**src/ca_rx_align_pkg.sv**
```systemverilog
// Lane and FIFO constants, FSM state codes, channel word union and config structs
package ca_rx_align_pkg;

  //////////////////////////////
  // Lane geometry
  //////////////////////////////
  localparam int NUM_CHANNELS      = 2;
  localparam int BITS_PER_CHANNEL  = 80;
  localparam int STB_WORD_BITS     = 40;
  localparam int WORDS_PER_CHANNEL = 2;   // BITS_PER_CHANNEL / STB_WORD_BITS
  localparam int STB_WD_SEL_BITS   = 8;

  // Alignment FIFO
  localparam int FIFO_AD_WIDTH     = 4;
  localparam int FIFO_DEPTH        = 16;

  //////////////////////////////
  // Alignment FSM states
  //////////////////////////////
  localparam logic [2:0] ST_IDLE       = 3'h0;
  localparam logic [2:0] ST_ONLINE     = 3'h1;
  localparam logic [2:0] ST_ALIGNED    = 3'h2;
  localparam logic [2:0] ST_ERR        = 3'h3;
  localparam logic [2:0] ST_DONE       = 3'h4;
  localparam logic [2:0] ST_SOFT_RESET = 3'h5;

  // One lane word, seen as payload or as strobe words
  typedef union packed {
    logic [BITS_PER_CHANNEL-1:0]                      payload;
    logic [WORDS_PER_CHANNEL-1:0][STB_WORD_BITS-1:0]  stb_wd;
  } chan_data_u;

  // Strobe position and interval
  typedef struct packed {
    logic [STB_WD_SEL_BITS-1:0] wd_sel;   // One-hot word
    logic [STB_WORD_BITS-1:0]   bit_sel;  // One-hot bit in word
    logic [7:0]                 intv;     // Words between strobes
  } stb_cfg_t;

  typedef struct packed {
    logic       align_fly;  // Re-align through soft reset
    logic [2:0] rden_dly;
    logic [7:0] count_x;    // Holdoff after rx_online
  } align_cfg_t;

  // Word leaving the strobe detector
  typedef struct packed {
    logic       wr;
    logic       stb;
    chan_data_u data;
  } lane_wr_t;

endpackage
```
**src/ca_rx_align.sv**
```systemverilog
// Top level of the receive channel aligner with lane stages and controller
`timescale 1ns/10ps

module ca_rx_align (
  input  logic                         com_clk,
  input  logic                         rst_com_n,
  input  ca_rx_align_pkg::chan_data_u  rx_din [ca_rx_align_pkg::NUM_CHANNELS],
  input  logic                         rx_online,
  input  ca_rx_align_pkg::align_cfg_t  align_cfg,
  input  ca_rx_align_pkg::stb_cfg_t    stb_cfg,
  output ca_rx_align_pkg::chan_data_u  rx_dout [ca_rx_align_pkg::NUM_CHANNELS],
  output logic                         rx_dout_valid,
  output logic                         align_done,
  output logic                         align_err,
  output logic                         rx_stb_pos_err,
  output logic                         rx_stb_pos_coding_err
);

  ca_rx_align_pkg::lane_wr_t                lane_wr [ca_rx_align_pkg::NUM_CHANNELS];
  logic [ca_rx_align_pkg::NUM_CHANNELS-1:0] lane_started;
  logic [ca_rx_align_pkg::NUM_CHANNELS-1:0] overflow;
  logic [ca_rx_align_pkg::NUM_CHANNELS-1:0] intv_err;
  logic                                     detect_en;
  logic                                     soft_reset;
  logic                                     pop;

  //////////////////////////////
  // Lane stages
  //////////////////////////////
  for (genvar i = 0; i < ca_rx_align_pkg::NUM_CHANNELS; i++)
  begin : g_lane
    ca_strobe_detect u_detect (
      .com_clk      (com_clk),
      .rst_com_n    (rst_com_n),
      .rx_din       (rx_din[i]),
      .rx_online    (rx_online),
      .count_x      (align_cfg.count_x),
      .stb_cfg      (stb_cfg),
      .detect_en    (detect_en),
      .soft_reset   (soft_reset),
      .lane_wr      (lane_wr[i]),
      .lane_started (lane_started[i])
    );

    ca_lane_fifo u_fifo (
      .com_clk    (com_clk),
      .rst_com_n  (rst_com_n),
      .lane_wr    (lane_wr[i]),
      .pop        (pop),
      .soft_reset (soft_reset),
      .head       (rx_dout[i]),   // Straight to output
      .overflow   (overflow[i])
    );

    ca_interval_check u_intv (
      .com_clk    (com_clk),
      .rst_com_n  (rst_com_n),
      .lane_wr    (lane_wr[i]),
      .intv       (stb_cfg.intv),
      .soft_reset (soft_reset),
      .intv_err   (intv_err[i])
    );
  end

  // Shared control
  ca_strobe_cfg_check u_cfg_check (
    .stb_cfg               (stb_cfg),
    .rx_stb_pos_err        (rx_stb_pos_err),
    .rx_stb_pos_coding_err (rx_stb_pos_coding_err)
  );

  ca_align_ctrl u_ctrl (
    .com_clk      (com_clk),
    .rst_com_n    (rst_com_n),
    .rx_online    (rx_online),
    .align_cfg    (align_cfg),
    .lane_started (lane_started),
    .overflow     (overflow),
    .intv_err     (intv_err),
    .detect_en    (detect_en),
    .soft_reset   (soft_reset),
    .pop          (pop),
    .align_done   (align_done),
    .align_err    (align_err)
  );

  assign rx_dout_valid = pop;   // Heads are read in this cycle

endmodule

```
**src/ca_align_ctrl.sv**
```systemverilog
// Alignment FSM, read-start delay, common FIFO pop and done/err flags
`timescale 1ns/10ps

module ca_align_ctrl (
  input  logic                                    com_clk,
  input  logic                                    rst_com_n,
  input  logic                                    rx_online,
  input  ca_rx_align_pkg::align_cfg_t             align_cfg,
  input  logic [ca_rx_align_pkg::NUM_CHANNELS-1:0] lane_started,
  input  logic [ca_rx_align_pkg::NUM_CHANNELS-1:0] overflow,
  input  logic [ca_rx_align_pkg::NUM_CHANNELS-1:0] intv_err,
  output logic                                    detect_en,
  output logic                                    soft_reset,
  output logic                                    pop,
  output logic                                    align_done,
  output logic                                    align_err
);

  logic [2:0]  state;
  logic [2:0]  d_state;
  logic        d_align_done;
  logic        d_align_err;
  logic [2:0]  rd_dly;
  logic        online_q;
  logic        fly_q;
  logic        fly_rise;
  logic        all_started;

  assign all_started = &lane_started;
  assign fly_rise    = align_cfg.align_fly & ~fly_q;

  //////////////////////////////
  // Read delay and pop
  //////////////////////////////
  always_ff @(posedge com_clk or negedge rst_com_n)
  begin
    if (!rst_com_n)
    begin
      online_q   <= 1'b0;
      fly_q      <= 1'b0;
      rd_dly     <= 3'd0;
      state      <= ca_rx_align_pkg::ST_IDLE;
      align_done <= 1'b0;
      align_err  <= 1'b0;
    end
    else
    begin
      online_q <= rx_online;
      fly_q    <= align_cfg.align_fly;
      if (rx_online && !online_q)
        rd_dly <= align_cfg.rden_dly;
      else if (all_started && (rd_dly != 3'd0))
        rd_dly <= rd_dly - 3'd1;
      state      <= d_state;
      align_done <= d_align_done;
      align_err  <= d_align_err;
    end
  end

  assign pop        = all_started & (rd_dly == 3'd0);
  assign soft_reset = (state == ca_rx_align_pkg::ST_SOFT_RESET);
  assign detect_en  = (state == ca_rx_align_pkg::ST_ONLINE) ||
                      (state == ca_rx_align_pkg::ST_ALIGNED) ||
                      (state == ca_rx_align_pkg::ST_DONE);

  //////////////////////////////
  // Next state
  //////////////////////////////
  always_comb
  begin
    d_state      = state;
    d_align_done = 1'b0;
    d_align_err  = 1'b0;
    case (state)
      ca_rx_align_pkg::ST_IDLE:
      begin
        if (rx_online)
          d_state = ca_rx_align_pkg::ST_ONLINE;
      end
      ca_rx_align_pkg::ST_ONLINE:
      begin
        if (|overflow)   // Skew beyond FIFO depth
          d_state = align_cfg.align_fly ? ca_rx_align_pkg::ST_SOFT_RESET
                                        : ca_rx_align_pkg::ST_ERR;
        else if (all_started)
          d_state = ca_rx_align_pkg::ST_ALIGNED;
      end
      ca_rx_align_pkg::ST_ALIGNED:
      begin
        if (rd_dly == 3'd0)
          d_state = ca_rx_align_pkg::ST_DONE;
      end
      ca_rx_align_pkg::ST_ERR:
      begin
        d_align_err = ~fly_rise;
        if (fly_rise)
          d_state = ca_rx_align_pkg::ST_SOFT_RESET;
      end
      ca_rx_align_pkg::ST_DONE:
      begin
        d_align_done = 1'b1;
        if (|intv_err)
        begin
          d_align_err = 1'b1;
          if (align_cfg.align_fly)
            d_state = ca_rx_align_pkg::ST_SOFT_RESET;
        end
      end
      ca_rx_align_pkg::ST_SOFT_RESET: d_state = ca_rx_align_pkg::ST_ONLINE;
      default:                        d_state = ca_rx_align_pkg::ST_IDLE;
    endcase
  end

endmodule

```
**src/ca_strobe_cfg_check.sv**
```systemverilog
// Coding and range check of the strobe position configuration
`timescale 1ns/10ps

module ca_strobe_cfg_check (
  input  ca_rx_align_pkg::stb_cfg_t  stb_cfg,
  output logic                       rx_stb_pos_err,
  output logic                       rx_stb_pos_coding_err
);

  logic [3:0]  wd_ones;
  logic [5:0]  bit_ones;
  logic [2:0]  wd_idx;
  logic [5:0]  bit_idx;
  logic [8:0]  stb_loc;

  always_comb
  begin
    wd_ones = 4'd0;
    wd_idx  = 3'd0;
    for (int i = ca_rx_align_pkg::STB_WD_SEL_BITS - 1; i >= 0; i--)
    begin
      wd_ones = wd_ones + {3'd0, stb_cfg.wd_sel[i]};
      if (stb_cfg.wd_sel[i])
        wd_idx = 3'(i);          // Lowest set bit ends up here
    end
  end

  always_comb
  begin
    bit_ones = 6'd0;
    bit_idx  = 6'd0;
    for (int i = 0; i < ca_rx_align_pkg::STB_WORD_BITS; i++)
    begin
      bit_ones = bit_ones + {5'd0, stb_cfg.bit_sel[i]};
      if (stb_cfg.bit_sel[i])
        bit_idx = 6'(i);
    end
  end

  // Word start plus bit offset
  assign stb_loc = 9'(wd_idx) * 9'(ca_rx_align_pkg::STB_WORD_BITS) + 9'(bit_idx);

  assign rx_stb_pos_coding_err = (wd_ones != 4'd1) || (bit_ones != 6'd1);
  assign rx_stb_pos_err        = (stb_loc >= 9'(ca_rx_align_pkg::BITS_PER_CHANNEL));

endmodule

```
**src/ca_interval_check.sv**
```systemverilog
// Per-lane strobe interval checker with sticky error
`timescale 1ns/10ps

module ca_interval_check (
  input  logic                       com_clk,
  input  logic                       rst_com_n,
  input  ca_rx_align_pkg::lane_wr_t  lane_wr,
  input  logic [7:0]                 intv,
  input  logic                       soft_reset,
  output logic                       intv_err
);

  logic [7:0]  words_left;   // Words until next strobe is due
  logic        armed;

  always_ff @(posedge com_clk or negedge rst_com_n)
  begin
    if (!rst_com_n)
    begin
      words_left <= 8'd0;
      armed      <= 1'b0;
      intv_err   <= 1'b0;
    end
    else if (soft_reset)
    begin
      words_left <= 8'd0;
      armed      <= 1'b0;
      intv_err   <= 1'b0;
    end
    else if (lane_wr.wr)
    begin
      if (lane_wr.stb)
      begin
        words_left <= intv;
        armed      <= 1'b1;
      end
      else if (armed)
      begin
        // Strobe due on this word but absent
        if (words_left <= 8'd1)
        begin
          intv_err   <= 1'b1;
          words_left <= intv;
        end
        else
          words_left <= words_left - 8'd1;
      end
    end
  end

endmodule

```
**src/ca_lane_fifo.sv**
```systemverilog
// Per-lane show-ahead alignment FIFO with soft reset and overflow pulse
`timescale 1ns/10ps

module ca_lane_fifo (
  input  logic                                       com_clk,
  input  logic                                       rst_com_n,
  input  ca_rx_align_pkg::lane_wr_t                  lane_wr,
  input  logic                                       pop,
  input  logic                                       soft_reset,
  output ca_rx_align_pkg::chan_data_u                head,
  output logic                                       overflow
);

  ca_rx_align_pkg::chan_data_u                       mem [ca_rx_align_pkg::FIFO_DEPTH];
  logic [ca_rx_align_pkg::FIFO_AD_WIDTH-1:0]         wr_ptr;
  logic [ca_rx_align_pkg::FIFO_AD_WIDTH-1:0]         rd_ptr;
  logic [ca_rx_align_pkg::FIFO_AD_WIDTH:0]           fill;
  logic                                              full;
  logic                                              empty;
  logic                                              do_push;
  logic                                              do_pop;

  assign full    = (fill == (ca_rx_align_pkg::FIFO_AD_WIDTH + 1)'(ca_rx_align_pkg::FIFO_DEPTH));
  assign empty   = (fill == '0);
  assign do_push = lane_wr.wr & ~full & ~soft_reset;
  assign do_pop  = pop & ~empty & ~soft_reset;

  //////////////////////////////
  // Pointers and fill level
  //////////////////////////////
  always_ff @(posedge com_clk or negedge rst_com_n)
  begin
    if (!rst_com_n)
    begin
      wr_ptr   <= '0;
      rd_ptr   <= '0;
      fill     <= '0;
      overflow <= 1'b0;
    end
    else if (soft_reset)
    begin
      wr_ptr   <= '0;   // Empty in one cycle
      rd_ptr   <= '0;
      fill     <= '0;
      overflow <= 1'b0;
    end
    else
    begin
      overflow <= lane_wr.wr & full;   // Dropped write
      if (do_push)
        wr_ptr <= wr_ptr + 1'b1;
      if (do_pop)
        rd_ptr <= rd_ptr + 1'b1;
      case ({do_push, do_pop})
        2'b10:   fill <= fill + 1'b1;
        2'b01:   fill <= fill - 1'b1;
        default: fill <= fill;
      endcase
    end
  end

  // Storage
  always_ff @(posedge com_clk)
  begin
    if (do_push)
      mem[wr_ptr] <= lane_wr.data;
  end

  // Show-ahead, head valid whenever not empty
  assign head = mem[rd_ptr];

endmodule

```
**src/ca_strobe_detect.sv**
```systemverilog
// Per-lane strobe bit selection, holdoff timer and FIFO write stage
`timescale 1ns/10ps

module ca_strobe_detect (
  input  logic                                com_clk,
  input  logic                                rst_com_n,
  input  ca_rx_align_pkg::chan_data_u         rx_din,
  input  logic                                rx_online,
  input  logic [7:0]                          count_x,
  input  ca_rx_align_pkg::stb_cfg_t           stb_cfg,
  input  logic                                detect_en,
  input  logic                                soft_reset,
  output ca_rx_align_pkg::lane_wr_t           lane_wr,
  output logic                                lane_started
);

  logic [ca_rx_align_pkg::STB_WORD_BITS-1:0]  stb_word;
  logic                                       stb_hit;
  logic [7:0]                                 holdoff;
  logic                                       holdoff_zero;
  logic                                       online_q;
  logic                                       wr_q;
  logic                                       stb_q;
  ca_rx_align_pkg::chan_data_u                data_q;

  //////////////////////////////
  // Strobe word and bit
  //////////////////////////////
  // Lowest selected word wins, words past the lane width read zero
  always_comb
  begin
    stb_word = '0;
    for (int i = ca_rx_align_pkg::WORDS_PER_CHANNEL - 1; i >= 0; i--)
    begin
      if (stb_cfg.wd_sel[i])
        stb_word = rx_din.stb_wd[i];
    end
  end

  assign holdoff_zero = (holdoff == 8'd0);
  assign stb_hit      = detect_en & holdoff_zero & (|(stb_word & stb_cfg.bit_sel));

  // Holdoff after rx_online rises
  always_ff @(posedge com_clk or negedge rst_com_n)
  begin
    if (!rst_com_n)
    begin
      online_q <= 1'b0;
      holdoff  <= 8'd0;
    end
    else
    begin
      online_q <= rx_online;
      if (rx_online && !online_q)
        holdoff <= count_x;
      else if (!holdoff_zero)
        holdoff <= holdoff - 8'd1;
    end
  end

  //////////////////////////////
  // Write flags
  //////////////////////////////
  always_ff @(posedge com_clk or negedge rst_com_n)
  begin
    if (!rst_com_n)
    begin
      wr_q         <= 1'b0;
      stb_q        <= 1'b0;
      lane_started <= 1'b0;
    end
    else if (soft_reset || !rx_online)
    begin
      wr_q         <= 1'b0;
      stb_q        <= 1'b0;
      lane_started <= 1'b0;
    end
    else
    begin
      stb_q        <= stb_hit;
      wr_q         <= wr_q | stb_hit;          // Sticky from first strobe on
      lane_started <= lane_started | wr_q;     // First word now at FIFO head
    end
  end

  always_ff @(posedge com_clk)
  begin
    data_q <= rx_din;
  end

  assign lane_wr = '{wr: wr_q, stb: stb_q, data: data_q};

endmodule

```
**config.mk**
```make
export PLATFORM = sky130hd
export DESIGN_NAME = ca_rx_align
export DESIGN_NICKNAME = d
export VERILOG_FILES = /design/src/ca_rx_align_pkg.sv /design/src/ca_rx_align.sv /design/src/ca_align_ctrl.sv /design/src/ca_strobe_cfg_check.sv /design/src/ca_interval_check.sv /design/src/ca_lane_fifo.sv /design/src/ca_strobe_detect.sv
export SDC_FILE = /design/constraint.sdc
export NUM_CORES = 2
export LEC_CHECK = 0
export BUFFER_PORTS_ARGS = -buffer_cell sky130_fd_sc_hd__buf_2
export CORE_MARGIN = 2
export CORE_UTILIZATION = 55
export DETAILED_ROUTE_END_ITERATION = 7
export PLACE_DENSITY = 0.75
export SETUP_SLACK_MARGIN = 0.02
export SLEW_MARGIN = 15
export SYNTH_ARGS = -nofsm -noshare
export SYNTH_HDL_FRONTEND = slang
export SYNTH_SLANG_ARGS = --single-unit
```
**constraint.sdc**
```tcl
create_clock -name com_clk -period 7.3 [get_ports com_clk]
set_clock_uncertainty 0.05 [all_clocks]
set_input_delay 0.73 -clock com_clk [delete_from_list [all_inputs] [get_ports com_clk]]
set_output_delay 0.73 -clock com_clk [all_outputs]
set_load 0.05 [all_outputs]
```
==> results_dict.tcl <==
set metrics [dict create \
    status "complete, no violations" \
    critPathKind "primary input to output port" \
    dp_hpwl_um 161000 \
    power_mw 33.8 \
    cp.required_ps 6520 \
    grt_pass1_wl_um 407000 \
    ys_ff_latch 2800 \
    critPathMaxFanout 2 \
    synth_seq_area_share_pct 76.7 \
    synth_warnings 0 \
    dieHeight_um 445 \
    p_per_area_nw_per_um2 275 \
    die_area_sq_um 198000 \
    multi_input_area_sq_um 23800 \
    fill_cells 12600 \
    gp_congestion 0.955 \
    htree_levels 5 \
    clk_latency_ps 920 \
    pre_cts_ws_ps 95.2 \
    drc_errors 0 \
    root_buffer "clkbuf_16" \
    fmax_mhz 141 \
    layout_setup_ws_ps 197 \
    grt_max_degree 162 \
    async_reset_ff_share_pct 2.86 \
    leakagePower_nw 39.3 \
    hold_class "primary input to flip-flop" \
    portBuffers 395 \
    fin_setup_tns_ps 0 \
    ys.flop_type "edfxtp_1" \
    ir_worst_vdd_v 0.000240 \
    path_clk_slew_ps 60 \
    wl_met1_um 98700 \
    ant_nets 0 \
    synthCells 5136 \
    slew_viol_final 0 \
    antenna_found_initial 56 \
    route.detailed.wl_per_inst_um 33.6 \
    io_pins 396 \
    seq_area_sq_um 82100 \
    rsz0062_at_grt "false" \
    drt-initial-drc-count 6882 \
    fin_crit_ps 7100 \
    grt_pass1_vias 56200 \
    ys_types 76 \
    core_area_sq_um 193000 \
    fin_crit_sh_pct 97.3 \
    hold_viol_final 0 \
    slew_headroom_pct 21.4 \
    clockBufferDepth 4 \
    grt_overflow 0 \
    drtPass1Iterations 7 \
    synth_edf_count 2560 \
    drt-total-wl_um 289000 \
    finalNetCount 6139 \
    synth_area_sq_um 107000 \
    end_kind "output port" \
    num_rows 161 \
    dr_wl_met3_um 28100 \
    wl_met2_um 143000 \
    synthToLayoutAreaGrowth_pct 15.0 \
    drive_gt1_share_pct 26.5 \
    syn_nets 5453 \
    tightest_slew_ps 1180 \
    initial_utilization_pct 55.4 \
    vias 55800 \
    cts_setup_buffers 0 \
    tritoncts "done" \
    cts_buffers 291 \
    routed_via_density 6.49 \
    max-cap-violations 0 \
    die_w_um 445 \
    start_kind "primary input" \
    cp.arrival_ps 6320 \
    clkSinkCount 2800 \
    highest_layer "met5" \
    avgSynthCellArea_sq_um 20.8 \
    grt_usage_pct 29.2 \
    setup_viol 0 \
]
-- cells in the mapped netlist, types with 48 or more instances --
cell	count	share of area, %
a21oi_1	124	0.58
edfxtp_1	2560	72
mux4_2	560	12
a221oi_1	87	0.71
nand2_1	138	0.48
inv_1	93	0.33
ha_1	48	0.56
buf_2	86	0.40
nor2_1	89	0.31
a22oi_1	128	0.90
dfrtp_1	80	1.9
mux2i_1	248	2.3
clkbuf_1	142	0.50
o21ai_0	150	0.70
dfxtp_1	160	3.0
mux2_2	81	0.85
-- cells in the final DEF, fill, tap and decap left out, drive strengths merged, types with 81 or more instances in the layout --
master,count
edfxtp,2560
mux4,560
buf,504
clkbuf,394
mux2i,248
o21ai,197
dfxtp,160
nand2,138
dlygate4sd3,133
a22oi,128
a21oi,126
inv,97
nor2,91
a221oi,87
clkinv,82
mux2,81
-- layout make-up --
type | instances | area share, %
sequential | 2800 | 66.7
multi-input combinational | 1999 | 19.3
clock buffer | 394 | 6.57
timing repair buffer | 637 | 3.59
tap | 2526 | 2.57
clock inverter | 110 | 0.833
inverter | 93 | 0.284
antenna | 42 | 0.0854
-- state kept, by name (all words and copies together) (netlist names), 8 cells and up --
register	flops
g_lane.u_fifo.mem	2560
g_lane.u_detect.data_q	160
g_lane.u_detect.holdoff	16
g_lane.u_intv.words_left	16
g_lane.u_fifo.fill	10
g_lane.u_fifo.rd_ptr	8
g_lane.u_fifo.wr_ptr	8
-- metrics by stage --
step                      hold WS, ps  utilization (%)  area [sq um]  std cells
final                            52.5             63.7        123000       8601
after global routing             7.25             63.7        123000       8583
after CTS                       0.351             63.7        123000       8559
after detailed placement          443             58.3        112000       7922
after global placement            424             58.3        112000       7922
after floorplan                   384                -        107000       5136
-- power by group --
part,internal [mW],switching (mW),total (mW)
Combinational,0.616,0.966,1.58
Clock,8.44,5.86,14.3
Sequential,17.6,0.279,17.9
-- cell families after synthesis --
family | share of synthesized area (%)
mux | 15.0
flops | 76.7
buf+inv | 1.30
xor+xnor | 0.262
fa+ha+maj | 1.27
compound gates | 3.80
simple gates | 1.65
-- timing repair --
action / in CTS / in global routing
gates resized for setup: 0 / 4
hold buffers: 133 / 0
setup endpoints to repair: 0 / 1
endpoints found under the hold margin: 173 / 0
-- per-layer routing --
| layer | track usage (%) | up-vias |
|---|---|---|
| met1 | 36.5 | 29100 |
| li1 | - | 22700 |
| met2 | 47.8 | 3262 |
| met5 | 0 | - |
| met3 | 5.93 | 735 |
| met4 | 17.1 | 4 |
-- critical path, cell delays in order --
cell and delay [ps]:
buf_2 180, ha_1 320, inv_1 50, fa_1 490, inv_1 50, fa_1 460, fa_1 510, fa_1 440
fa_1 490, inv_1 50, fa_1 490, fa_1 430, fa_1 370, inv_1 110, fa_1 410, nor4_2 150
nand2_1 80, nor4_1 170, o211ai_1 150, buf_6 190
-- worst paths after layout --
| kind | from | to | slack [ps] | depth (start not counted) |
|---|---|---|---|---|
| min in group asynchronous | rst_com_n | g_lane[1].u_intv.intv_err | 290 | 2 |
| max in group asynchronous | rst_com_n | g_lane[0].u_detect.holdoff[1] | 5930 | 3 |
| hold / removal | rx_din[118] | g_lane[0].u_detect.data_q[38] | 50 | 1 |
| setup reg to reg | g_lane[1].u_fifo.fill[0] | g_lane[1].u_fifo.mem[1][10] | 3260 | 7 |
| setup / recovery | stb_cfg[8] | rx_stb_pos_coding_err | 200 | 20 |
| hold reg to reg | g_lane[0].u_intv.words_left[6] | g_lane[0].u_intv.words_left[6] | 450 | 1 |
(Power assumes the default switching activity.)
